==> src/include/opcodes.svh <==
`ifndef OPCODES_SVH
`define OPCODES_SVH

// instruction field widths
localparam int OPC_W = 4;
localparam int FN_W  = 6;

// opcode field, instr[15:12]
localparam logic [OPC_W-1:0] OP_BNE   = 4'd0;
localparam logic [OPC_W-1:0] OP_BEQ   = 4'd1;
localparam logic [OPC_W-1:0] OP_ADI   = 4'd4;
localparam logic [OPC_W-1:0] OP_LWD   = 4'd7;
localparam logic [OPC_W-1:0] OP_SWD   = 4'd8;
localparam logic [OPC_W-1:0] OP_JMP   = 4'd9;
localparam logic [OPC_W-1:0] OP_RTYPE = 4'd15;

// funct field of R-type, instr[5:0]
localparam logic [FN_W-1:0] FN_ADD = 6'd0;
localparam logic [FN_W-1:0] FN_SUB = 6'd1;
localparam logic [FN_W-1:0] FN_AND = 6'd2;
localparam logic [FN_W-1:0] FN_ORR = 6'd3;
localparam logic [FN_W-1:0] FN_HLT = 6'd29; // only halt lives under R-type

`endif

==> src/logic/cpu_pkg.sv <==
package cpu_pkg;

`include "opcodes.svh"

localparam int WORD_W     = 16;
localparam int REG_COUNT  = 4;
localparam int DMEM_WORDS = 256;
localparam int DMEM_AW    = $clog2(DMEM_WORDS);
localparam int JT_W       = 12; // jump target bits taken from the instruction

typedef logic [WORD_W-1:0]            word_t;
typedef logic [$clog2(REG_COUNT)-1:0] reg_idx_t;

typedef enum logic [2:0] {ALU_ADD, ALU_SUB, ALU_AND, ALU_OR, ALU_PASS} alu_op_t;

typedef enum logic [1:0] {ST_IDLE, ST_RUN, ST_DRAIN, ST_DONE} run_state_t;

typedef struct packed {
    alu_op_t alu_op;
    logic    use_imm;
    logic    mem_read;
    logic    mem_write;
    logic    branch_eq;
    logic    branch_ne;
    logic    jump;
    logic    reg_write;
    logic    mem_to_reg;
    logic    halt;
    logic    uses_rs;
    logic    uses_rt;
} ctrl_t;

typedef struct packed {
    logic  valid;
    word_t pc;
    word_t instr;
} if_id_t;

typedef struct packed {
    logic            valid;
    word_t           pc;
    ctrl_t           ctrl;
    word_t           rs_val;
    word_t           rt_val;
    word_t           imm;
    reg_idx_t        rd;
    logic [JT_W-1:0] jtarget_lo;
} id_ex_t;

// branch and alu bits are dropped once execute is done
typedef struct packed {
    logic     valid;
    word_t    pc;
    logic     mem_read;
    logic     mem_write;
    logic     reg_write;
    logic     mem_to_reg;
    logic     halt;
    word_t    alu_result;
    word_t    store_data;
    reg_idx_t rd;
} ex_mem_t;

typedef struct packed {
    logic     valid;
    word_t    pc;
    logic     reg_write;
    logic     halt;
    reg_idx_t rd;
    word_t    result;
} mem_wb_t;

typedef struct packed {
    logic     valid;
    word_t    pc;
    logic     reg_write;
    reg_idx_t rd;
    word_t    value;
} retire_t;

endpackage

==> src/logic/cpu_top.sv <==
`timescale 1ns/1ns

module cpu_top import cpu_pkg::*; (
    input  logic    clk,
    input  logic    reset_n,
    input  logic    start,
    output word_t   i_addr,
    input  word_t   i_data,
    output retire_t retire,
    output logic    halted
);

    word_t           pc;
    logic            fetch_en;
    logic            stall_id;
    logic            squash;
    logic            redirect;
    word_t           target;
    if_id_t          if_id_d, if_id_q;
    id_ex_t          id_ex_d, id_ex_q;
    ex_mem_t         ex_mem_d, ex_mem_q;
    mem_wb_t         mem_wb_d, mem_wb_q;
    ctrl_t           dec_ctrl;
    reg_idx_t        dec_rs, dec_rt, dec_dest;
    word_t           dec_imm;
    logic [JT_W-1:0] dec_jt;
    word_t           rs_val, rt_val;
    word_t           alu_result;
    word_t           ram_rd;

    // pc sits at 0 while fetch is off, so every accepted start begins at 0
    always_ff @(posedge clk) begin
        if (reset_n) begin
            pc <= '0;
        end else if (redirect) begin
            pc <= target;
        end else if (!fetch_en) begin
            pc <= '0;
        end else if (!stall_id) begin
            pc <= pc + word_t'(1);
        end
    end

    assign i_addr = pc;

    pipe_ctrl u_ctrl (
        .clk, .reset_n, .start,
        .id_valid(if_id_q.valid), .id_halt(dec_ctrl.halt),
        .id_rs(dec_rs), .id_rt(dec_rt),
        .id_uses_rs(dec_ctrl.uses_rs), .id_uses_rt(dec_ctrl.uses_rt),
        .ex_rd(id_ex_q.rd), .ex_reg_write(id_ex_q.ctrl.reg_write),
        .mem_rd(ex_mem_q.rd), .mem_reg_write(ex_mem_q.reg_write),
        .redirect, .wb_halt(mem_wb_q.valid && mem_wb_q.halt),
        .fetch_en, .stall_id, .squash, .halted
    );

    assign if_id_d = '{valid: fetch_en, pc: pc, instr: i_data}; // bubble in DRAIN

    pipe_reg #(.payload_t(if_id_t)) u_if_id (
        .clk, .reset_n, .hold(stall_id), .squash(squash), .d(if_id_d), .q(if_id_q)
    );

    decode_unit u_dec (
        .instr(if_id_q.instr), .ctrl(dec_ctrl), .rs(dec_rs), .rt(dec_rt),
        .dest(dec_dest), .imm(dec_imm), .jtarget_lo(dec_jt)
    );

    reg_file u_rf (
        .clk, .reset_n, .rs(dec_rs), .rt(dec_rt), .rs_val, .rt_val,
        .we(mem_wb_q.valid && mem_wb_q.reg_write), .wa(mem_wb_q.rd), .wd(mem_wb_q.result)
    );

    always_comb begin
        id_ex_d.valid      = if_id_q.valid;
        id_ex_d.pc         = if_id_q.pc;
        id_ex_d.ctrl       = if_id_q.valid ? dec_ctrl : '0; // stale instr bits decode to nothing
        id_ex_d.rs_val     = rs_val;
        id_ex_d.rt_val     = rt_val;
        id_ex_d.imm        = dec_imm;
        id_ex_d.rd         = dec_dest;
        id_ex_d.jtarget_lo = dec_jt;
    end

    // a stall leaves a bubble behind the held instruction
    pipe_reg #(.payload_t(id_ex_t)) u_id_ex (
        .clk, .reset_n, .hold(1'b0), .squash(squash || stall_id), .d(id_ex_d), .q(id_ex_q)
    );

    exec_unit u_exe (
        .pc(id_ex_q.pc), .ctrl(id_ex_q.ctrl), .a(id_ex_q.rs_val), .b(id_ex_q.rt_val),
        .imm(id_ex_q.imm), .jtarget_lo(id_ex_q.jtarget_lo),
        .result(alu_result), .redirect, .target
    );

    always_comb begin
        ex_mem_d.valid      = id_ex_q.valid;
        ex_mem_d.pc         = id_ex_q.pc;
        ex_mem_d.mem_read   = id_ex_q.ctrl.mem_read;
        ex_mem_d.mem_write  = id_ex_q.ctrl.mem_write;
        ex_mem_d.reg_write  = id_ex_q.ctrl.reg_write;
        ex_mem_d.mem_to_reg = id_ex_q.ctrl.mem_to_reg;
        ex_mem_d.halt       = id_ex_q.ctrl.halt;
        ex_mem_d.alu_result = alu_result;
        ex_mem_d.store_data = id_ex_q.rt_val;
        ex_mem_d.rd         = id_ex_q.rd;
    end

    pipe_reg #(.payload_t(ex_mem_t)) u_ex_mem (
        .clk, .reset_n, .hold(1'b0), .squash(1'b0), .d(ex_mem_d), .q(ex_mem_q)
    );

    data_ram u_dmem (
        .clk, .addr(ex_mem_q.alu_result[DMEM_AW-1:0]),
        .we(ex_mem_q.valid && ex_mem_q.mem_write), .wd(ex_mem_q.store_data), .rd(ram_rd)
    );

    always_comb begin
        mem_wb_d.valid     = ex_mem_q.valid;
        mem_wb_d.pc        = ex_mem_q.pc;
        mem_wb_d.reg_write = ex_mem_q.reg_write;
        mem_wb_d.halt      = ex_mem_q.halt;
        mem_wb_d.rd        = ex_mem_q.rd;
        mem_wb_d.result    = ex_mem_q.mem_to_reg ? ram_rd : ex_mem_q.alu_result;
    end

    pipe_reg #(.payload_t(mem_wb_t)) u_mem_wb (
        .clk, .reset_n, .hold(1'b0), .squash(1'b0), .d(mem_wb_d), .q(mem_wb_q)
    );

    assign retire = '{valid: mem_wb_q.valid, pc: mem_wb_q.pc, reg_write: mem_wb_q.reg_write,
                      rd: mem_wb_q.rd, value: mem_wb_q.result};

endmodule

==> src/logic/data_ram.sv <==
`timescale 1ns/1ns

module data_ram import cpu_pkg::*; (
    input  logic               clk,
    input  logic [DMEM_AW-1:0] addr,
    input  logic               we,
    input  word_t              wd,
    output word_t              rd
);

    word_t mem [DMEM_WORDS];

    always_ff @(posedge clk) begin
        if (we) begin
            mem[addr] <= wd;
        end
    end

    assign rd = mem[addr]; // async read so a load finishes within MEM

endmodule

==> src/logic/decode_unit.sv <==
`timescale 1ns/1ns

module decode_unit import cpu_pkg::*; (
    input  word_t           instr,
    output ctrl_t           ctrl,
    output reg_idx_t        rs,
    output reg_idx_t        rt,
    output reg_idx_t        dest,
    output word_t           imm,
    output logic [JT_W-1:0] jtarget_lo
);

    logic [OPC_W-1:0] opcode;
    logic [FN_W-1:0]  funct;

    assign opcode     = instr[15:12];
    assign funct      = instr[5:0];
    assign rs         = instr[11:10];
    assign rt         = instr[9:8];
    assign imm        = {{(WORD_W-8){instr[7]}}, instr[7:0]};
    assign jtarget_lo = instr[JT_W-1:0];
    assign dest       = (opcode == OP_RTYPE) ? instr[7:6] : instr[9:8]; // I-type writes rt

    always_comb begin
        ctrl        = '0;
        ctrl.alu_op = ALU_PASS;
        case (opcode)
            OP_RTYPE: begin
                if (funct == FN_HLT) begin
                    ctrl.halt = 1'b1;
                end else if (funct inside {FN_ADD, FN_SUB, FN_AND, FN_ORR}) begin
                    ctrl.reg_write = 1'b1;
                    ctrl.uses_rs   = 1'b1;
                    ctrl.uses_rt   = 1'b1;
                    case (funct)
                        FN_SUB:  ctrl.alu_op = ALU_SUB;
                        FN_AND:  ctrl.alu_op = ALU_AND;
                        FN_ORR:  ctrl.alu_op = ALU_OR;
                        default: ctrl.alu_op = ALU_ADD;
                    endcase
                end
            end
            OP_ADI, OP_LWD: begin
                ctrl.alu_op     = ALU_ADD;
                ctrl.use_imm    = 1'b1;
                ctrl.uses_rs    = 1'b1;
                ctrl.reg_write  = 1'b1;
                ctrl.mem_read   = (opcode == OP_LWD);
                ctrl.mem_to_reg = (opcode == OP_LWD);
            end
            OP_SWD: begin
                ctrl.alu_op    = ALU_ADD; // address is rs + imm
                ctrl.use_imm   = 1'b1;
                ctrl.mem_write = 1'b1;
                ctrl.uses_rs   = 1'b1;
                ctrl.uses_rt   = 1'b1;
            end
            OP_BEQ, OP_BNE: begin
                ctrl.branch_eq = (opcode == OP_BEQ);
                ctrl.branch_ne = (opcode == OP_BNE);
                ctrl.uses_rs   = 1'b1;
                ctrl.uses_rt   = 1'b1;
            end
            OP_JMP: ctrl.jump = 1'b1;
            default: ctrl.alu_op = ALU_PASS; // unknown opcode runs as a nop
        endcase
    end

endmodule

==> src/logic/exec_unit.sv <==
`timescale 1ns/1ns

module exec_unit import cpu_pkg::*; (
    input  word_t           pc,
    input  ctrl_t           ctrl,
    input  word_t           a,
    input  word_t           b,
    input  word_t           imm,
    input  logic [JT_W-1:0] jtarget_lo,
    output word_t           result,
    output logic            redirect,
    output word_t           target
);

    word_t op_b;
    logic  taken;

    assign op_b = ctrl.use_imm ? imm : b;

    always_comb begin
        case (ctrl.alu_op)
            ALU_ADD: result = a + op_b;
            ALU_SUB: result = a - op_b;
            ALU_AND: result = a & op_b;
            ALU_OR:  result = a | op_b;
            default: result = op_b;
        endcase
    end

    // branches always compare the two registers, never the immediate
    assign taken = (ctrl.branch_eq && a == b) || (ctrl.branch_ne && a != b);

    assign redirect = taken || ctrl.jump; // bubbles carry an all-zero ctrl
    assign target   = ctrl.jump ? {pc[WORD_W-1:JT_W], jtarget_lo}
                                : pc + word_t'(1) + imm;

endmodule

==> src/logic/pipe_ctrl.sv <==
`timescale 1ns/1ns

module pipe_ctrl import cpu_pkg::*; (
    input  logic     clk,
    input  logic     reset_n,
    input  logic     start,
    input  logic     id_valid,
    input  logic     id_halt,
    input  reg_idx_t id_rs,
    input  reg_idx_t id_rt,
    input  logic     id_uses_rs,
    input  logic     id_uses_rt,
    input  reg_idx_t ex_rd,
    input  logic     ex_reg_write,
    input  reg_idx_t mem_rd,
    input  logic     mem_reg_write,
    input  logic     redirect,
    input  logic     wb_halt,
    output logic     fetch_en,
    output logic     stall_id,
    output logic     squash,
    output logic     halted
);

    run_state_t state;
    run_state_t state_nxt;
    logic       rs_busy;
    logic       rt_busy;
    logic       hazard;
    logic       halt_in_id;

    // producers in EX or MEM are not yet visible, WB is covered by the regfile bypass
    assign rs_busy = id_uses_rs && ((ex_reg_write && ex_rd == id_rs) ||
                                    (mem_reg_write && mem_rd == id_rs));
    assign rt_busy = id_uses_rt && ((ex_reg_write && ex_rd == id_rt) ||
                                    (mem_reg_write && mem_rd == id_rt));
    assign hazard  = id_valid && (rs_busy || rt_busy);

    assign squash     = redirect;
    assign stall_id   = hazard && !redirect; // the waiting instr gets flushed anyway
    assign halt_in_id = id_valid && id_halt && !redirect;

    // stop fetching in the same cycle the HLT is seen, so nothing younger gets in
    assign fetch_en = (state == ST_RUN) && !halt_in_id;
    assign halted   = (state == ST_DONE);

    always_comb begin
        state_nxt = state;
        case (state)
            ST_IDLE, ST_DONE: begin
                if (start) begin
                    state_nxt = ST_RUN;
                end
            end
            ST_RUN: begin
                if (halt_in_id) begin
                    state_nxt = ST_DRAIN;
                end
            end
            ST_DRAIN: begin
                if (wb_halt) begin
                    state_nxt = ST_DONE; // HLT has retired
                end
            end
            default: state_nxt = ST_IDLE;
        endcase
    end

    always_ff @(posedge clk) begin
        if (reset_n) begin
            state <= ST_IDLE;
        end else begin
            state <= state_nxt;
        end
    end

endmodule

==> src/logic/pipe_reg.sv <==
`timescale 1ns/1ns

module pipe_reg #(
    parameter type payload_t = logic
) (
    input  logic     clk,
    input  logic     reset_n,
    input  logic     hold,
    input  logic     squash,
    input  payload_t d,
    output payload_t q
);

    // a cleared payload is a bubble, valid and all write enables low
    always_ff @(posedge clk) begin
        if (reset_n || squash) begin
            q <= '0;
        end else if (!hold) begin
            q <= d;
        end
    end

endmodule

==> src/logic/reg_file.sv <==
`timescale 1ns/1ns

module reg_file import cpu_pkg::*; (
    input  logic     clk,
    input  logic     reset_n,
    input  reg_idx_t rs,
    input  reg_idx_t rt,
    output word_t    rs_val,
    output word_t    rt_val,
    input  logic     we,
    input  reg_idx_t wa,
    input  word_t    wd
);

    word_t regs [REG_COUNT];

    always_ff @(posedge clk) begin
        if (reset_n) begin
            for (int i = 0; i < REG_COUNT; i++) begin
                regs[i] <= '0;
            end
        end else if (we) begin
            regs[wa] <= wd;
        end
    end

    // write-through, a reader in ID sees the value being written back this cycle
    assign rs_val = (we && wa == rs) ? wd : regs[rs];
    assign rt_val = (we && wa == rt) ? wd : regs[rt];

endmodule

==> config.mk <==
export PLATFORM = sky130hd
export DESIGN_NAME = cpu_top
export DESIGN_NICKNAME = d
export VERILOG_FILES = /design/src/logic/cpu_pkg.sv /design/src/logic/cpu_top.sv /design/src/logic/data_ram.sv /design/src/logic/decode_unit.sv /design/src/logic/exec_unit.sv /design/src/logic/pipe_ctrl.sv /design/src/logic/pipe_reg.sv /design/src/logic/reg_file.sv
export VERILOG_INCLUDE_DIRS = /design/src /design/src/include
export SDC_FILE = /design/constraint.sdc
export NUM_CORES = 2
export LEC_CHECK = 0
export BUFFER_PORTS_ARGS = -buffer_cell sky130_fd_sc_hd__buf_2
export CAP_MARGIN = 25
export CELL_PAD_IN_SITES_DETAIL_PLACEMENT = 0
export CELL_PAD_IN_SITES_GLOBAL_PLACEMENT = 2
export CORE_UTILIZATION = 51
export DETAILED_ROUTE_END_ITERATION = 8
export PLACE_DENSITY = 0.76
export SYNTH_ARGS = -nofsm -noshare
export SYNTH_HDL_FRONTEND = slang
export SYNTH_HIERARCHICAL = 1
export SYNTH_MEMORY_MAX_BITS = 65536
export SYNTH_SLANG_ARGS = --single-unit
export TNS_END_PERCENT = 30
==> constraint.sdc <==
create_clock -name clk -period 13.2 [get_ports clk]
set_input_delay 1.32 -clock clk [delete_from_list [all_inputs] [get_ports clk]]
set_output_delay 1.32 -clock clk [all_outputs]
set_load 0.02 [all_outputs]
* Word level (Yosys, flattened, before mapping) *
Memory sizes are Yosys's and may differ from the RTL's. A register that Yosys moved wholly into a read port is not among the register bits.
Index checks and enable logic that the tools add are counted.

word-level totals
  bits in latches = 0
  memory bits (read-only) = 0
  bits in writable memories = 4160
  memories = 2
  output and inout bits = 53
  register bits after elaboration = 193

memories
  memory      words  width  rd ports  clocked after Yosys merged registers in  write ports  line            source
  u_dmem.mem  256    16     1         1                                        1            data_ram.sv:11  word_t mem [DMEM_WORDS];
  u_rf.regs   4      16     2         2                                        4            reg_file.sv:15  word_t regs [REG_COUNT];

cells by class
  mux-type cells = 39
  multiply operators = 0
  divide/modulo/power cells = 0
  shifts and indexed selects = 0
  bitwise gates (word level) = 5
  reductions and logical operators = 42
  add/sub/neg operators = 5
  eq/ne operators = 26
  $lt $le $gt $ge = 0

operator list
  kind                   number
  $mux 16                7
  $pmux 16 s4            1
  $add 16x1->16 const B  2
  $add 16x16->16         2
  $and 16x16->16         1
  $eq 16x16->1           1
  $logic_and 1x1->1      16
  $ne 16x16->1           1
  $or 16x16->16          1
  $reduce_or 16->1       1
  $sub 16x16->16         1
  $mux 1                 15
  $mux 2                 7
  $eq 4x4->1 const B     3
  $eq 6x2->1 const B     2
  $pmux 2 s3             2
  $reduce_or 3->1        4
  $eq 2x2->1             4
  $eq 4x3->1 const B     2
  $logic_or 1x1->1       8
  $mux 8                 1
  $reduce_or 2->1        4
  $eq 3x2->1 const B     2
  $eq 6x1->1 const B     1
  20 further kinds       28

* Longest topological paths before layout *
  depth after elaboration = 12
  depth in mapped cells = 19

* Modules after synthesis *
Netlist, hierarchy kept.

by module, submodules not included
  module                cells an instance  area each (um^2)  times used
  data_ram              6711               155078.7          1
  reg_file              221                3842.4            1
  pipe_reg at u_id_ex   301                3428.3            1
  exec_unit             412                2871.5            1
  pipe_reg at u_ex_mem  181                2011.9            1
  pipe_reg at u_mem_wb  120                1346.3            1
  cpu_top               154                1296.2            1
  pipe_reg at u_if_id   108                1218.7            1
  decode_unit           60                 455.4             1
  pipe_ctrl             34                 287.8             1

* Worst setup path before layout *
OpenSTA, ideal clock, no wires.

  kind = register to register
  from = register u_ex_mem/q[2] in the netlist's numbering
  to = memory u_dmem/mem[0][0] in the netlist's numbering (data pin)
  arrival time = 3.397 ns
  data required time = 12.344 ns
  slack = 8.947 ns
  clock period less this slack = 4.253 ns
  buffers on the path = 0
  cell stages (with the launch flop) = 1
  library setup time = 0.856 ns
  path through = dfxtp_1

RTL lines
  item                    line            source
  from (decl)             pipe_reg.sv:11  output payload_t q
  from (signal assigned)  pipe_reg.sv:17  q <= '0;
  from (signal assigned)  pipe_reg.sv:19  q <= d;
  to (decl)               data_ram.sv:11

Straight into the memory's write port.

==> metrics.txt <==
status completed; TritonCTS buffer count 444; CTS sink cnt 4393; worst-case clock buffer depth 4; worst path required time 14.03 ns; Mapped Area 172000 µm²; mean post-synth cell area 20.7 µm²; Clock Skews 0.0425 ns; DRC errors left 0; worst r2r src u_ex_mem/q[18]; Die Ht 582 µm; Worst-Margin Slew 1.29 ns; vias in the first global route 86500; Min-Delay Path Depth 2; Final Max Slew Viols 0; relative slew slack 14.1%; Final Hold Fails 0; period utilization 44.8%; PnR Total Power 29.2 mW; global route overflow 0; Setup TNS 0 ns; gr usage total 27.2%; Core Area 334000 µm²; Max stage delay on crit path 0.92 ns; dpl hpwl 271000 µm; global-route wire length before repair 655000 µm; Crit. End Element register; layout cells sized above 1 26.8%; Area Growth Syn to Fin 12.9%; worst-skew pair later-pin latency 0.99 ns; Initial Utilization 51.4%; worst r2r path cells 12; Yosys Warn Count 6; cell mode on critical path buf_4; IR drop worst, VDD 0.130 mV; Post-CTS Resized 0; initial antenna violation count 19; IO buf count 71; Layout Utilization 58.0%; Post-layout nets 8787; Hold Crit Class register to register; crit path kind register to register; Hold Path End u_mem_wb/q[25]; DRT Wirelength 463000 µm; DRT Pass-1 Iters 5; worst setup path start u_ex_mem/q[18]; H-tree depth 5; CP Max Fanout 36; Syn Inst Count 8286; Wirelength per Cell 34.3 µm; crit path time final 5.91 ns; Rows 212; clock root cell clkbuf_16; CTS tree done; Critical Path AT 6.74 ns; die span in x 582 µm; unrepaired setup endpoints after global routing false; GR Layer Usage met1 39.0%; PD cells 151 nW/µm²; Worst path slowest cell o41ai_1; fill count 24100; worst r2r dst u_mem_wb/q[7]; setup violators final 0; buffers and inverters on the worst path 4; Initial DRC Count 10900; busiest grt layer met2; Top Ports 72; R2R Setup Slk 7.29 ns; f_max 0.169 GHz; Critical Path Start Type register; DIE AREA 339000 µm²; gp weighted congestion 0.823; met2 GRT Util 43.2%; dominant delay contributor by cell family on the critical path buffers and inverters; pin count of the biggest net entering global routing 193; CP Cell Sequence buf_4 > buf_4 > buf_4 > mux4_2 > a22oi_1 > a21oi_1 > o41ai_1 > buf_4 > nand4_1 > mux2_2 > mux2i_1 > nor2_1; leakage power 54.5 nW; Setup Buffers After CTS 0; # hold bufs at CTS 0; Clk pin slew, worst setup/hold paths 0.06 ns; max-cap violation count 0; via count 87300; met3 Track Usage GR 4.98%; Worst Hold Launch u_ex_mem/q[44]; Post-DRT Antenna Nets 0; post-DR vias/cell 6.47
-- worst min-delay path, cell delays in order, from the launching register on --
cell	delay, ns
dfxtp_1	0.32
mux2i_1	0.06
nor2_1	0.07
-- per-layer routing --
layer / wire length (µm) / up-vias
met2: 222000 / 4099
met4: 14600 / 8
li1: - / 35500
met5: 57 / -
met1: 185000 / 47000
met3: 42300 / 649
-- layout by cell type, fill, tap and decap left out, types with 95 or more instances in the layout --
cell and count:
edfxtp_1 4160, mux4_2 1024, a22oi_1 521, clkbuf_16 450
nor2_1 443, buf_4 393, a21oi_1 296, mux2i_1 222
dfxtp_1 215, clkinv_1 104, clkinv_2 95
-- state kept, by name, summed over array words and instances, names as in the netlist --
signal        count
u_ctrl/state      2
u_mem_wb/q       37
u_ex_mem/q       55
u_dmem/mem     4096
u_rf/regs        64
u_if_id/q        33
i_addr           16
u_id_ex/q        90
-- metrics by stage --
step	cells	setup WS, ns	hold WS (ns)	cell area (µm²)
after floorplan	8291	8.95	0.458	172000
after global placement	12600	6.64	0.471	178000
after detailed placement	12700	7.14	0.481	179000
after CTS	13500	7.15	0.497	193000
after global routing	13500	7.03	0.518	194000
final	13500	7.29	0.489	194000
-- power breakdown --
group / switching (mW) / internal, mW / total (mW)
Clock: 5.28 / 7.04 / 12.3
Sequential: 0.0820 / 15.1 / 15.2
Combinational: 1.16 / 0.544 / 1.70
Total: 6.52 / 22.7 / 29.2
-- how the worst max path moves through the flow --
| stage | cells past startpoint | endpoint |
|---|---|---|
| after floorplan | 0 | u_dmem/mem[0][0] |
| after global placement | 11 | u_mem_wb/q[4] |
| after detailed placement | 12 | u_mem_wb/q[7] |
| after CTS | 12 | u_mem_wb/q[7] |
| after global routing | 12 | u_mem_wb/q[7] |
| final | 12 | u_mem_wb/q[7] |
-- final cells by class --
| type | count | area [µm²] | area share (%) |
|---|---|---|---|
| Tap cell | 4387 | 5490 | 2.83 |
| Clock inverter | 275 | 2540 | 1.31 |
| Antenna cell | 9 | 22.5 | 0.0116 |
| Multi-Input combinational cell | 3327 | 39700 | 20.5 |
| Sequential cell | 4393 | 130000 | 66.9 |
| Timing Repair Buffer | 537 | 4680 | 2.41 |
| Inverter | 26 | 97.6 | 0.0504 |
| Clock buffer | 543 | 11600 | 6.01 |
Power figures use the tool's default switching activity.
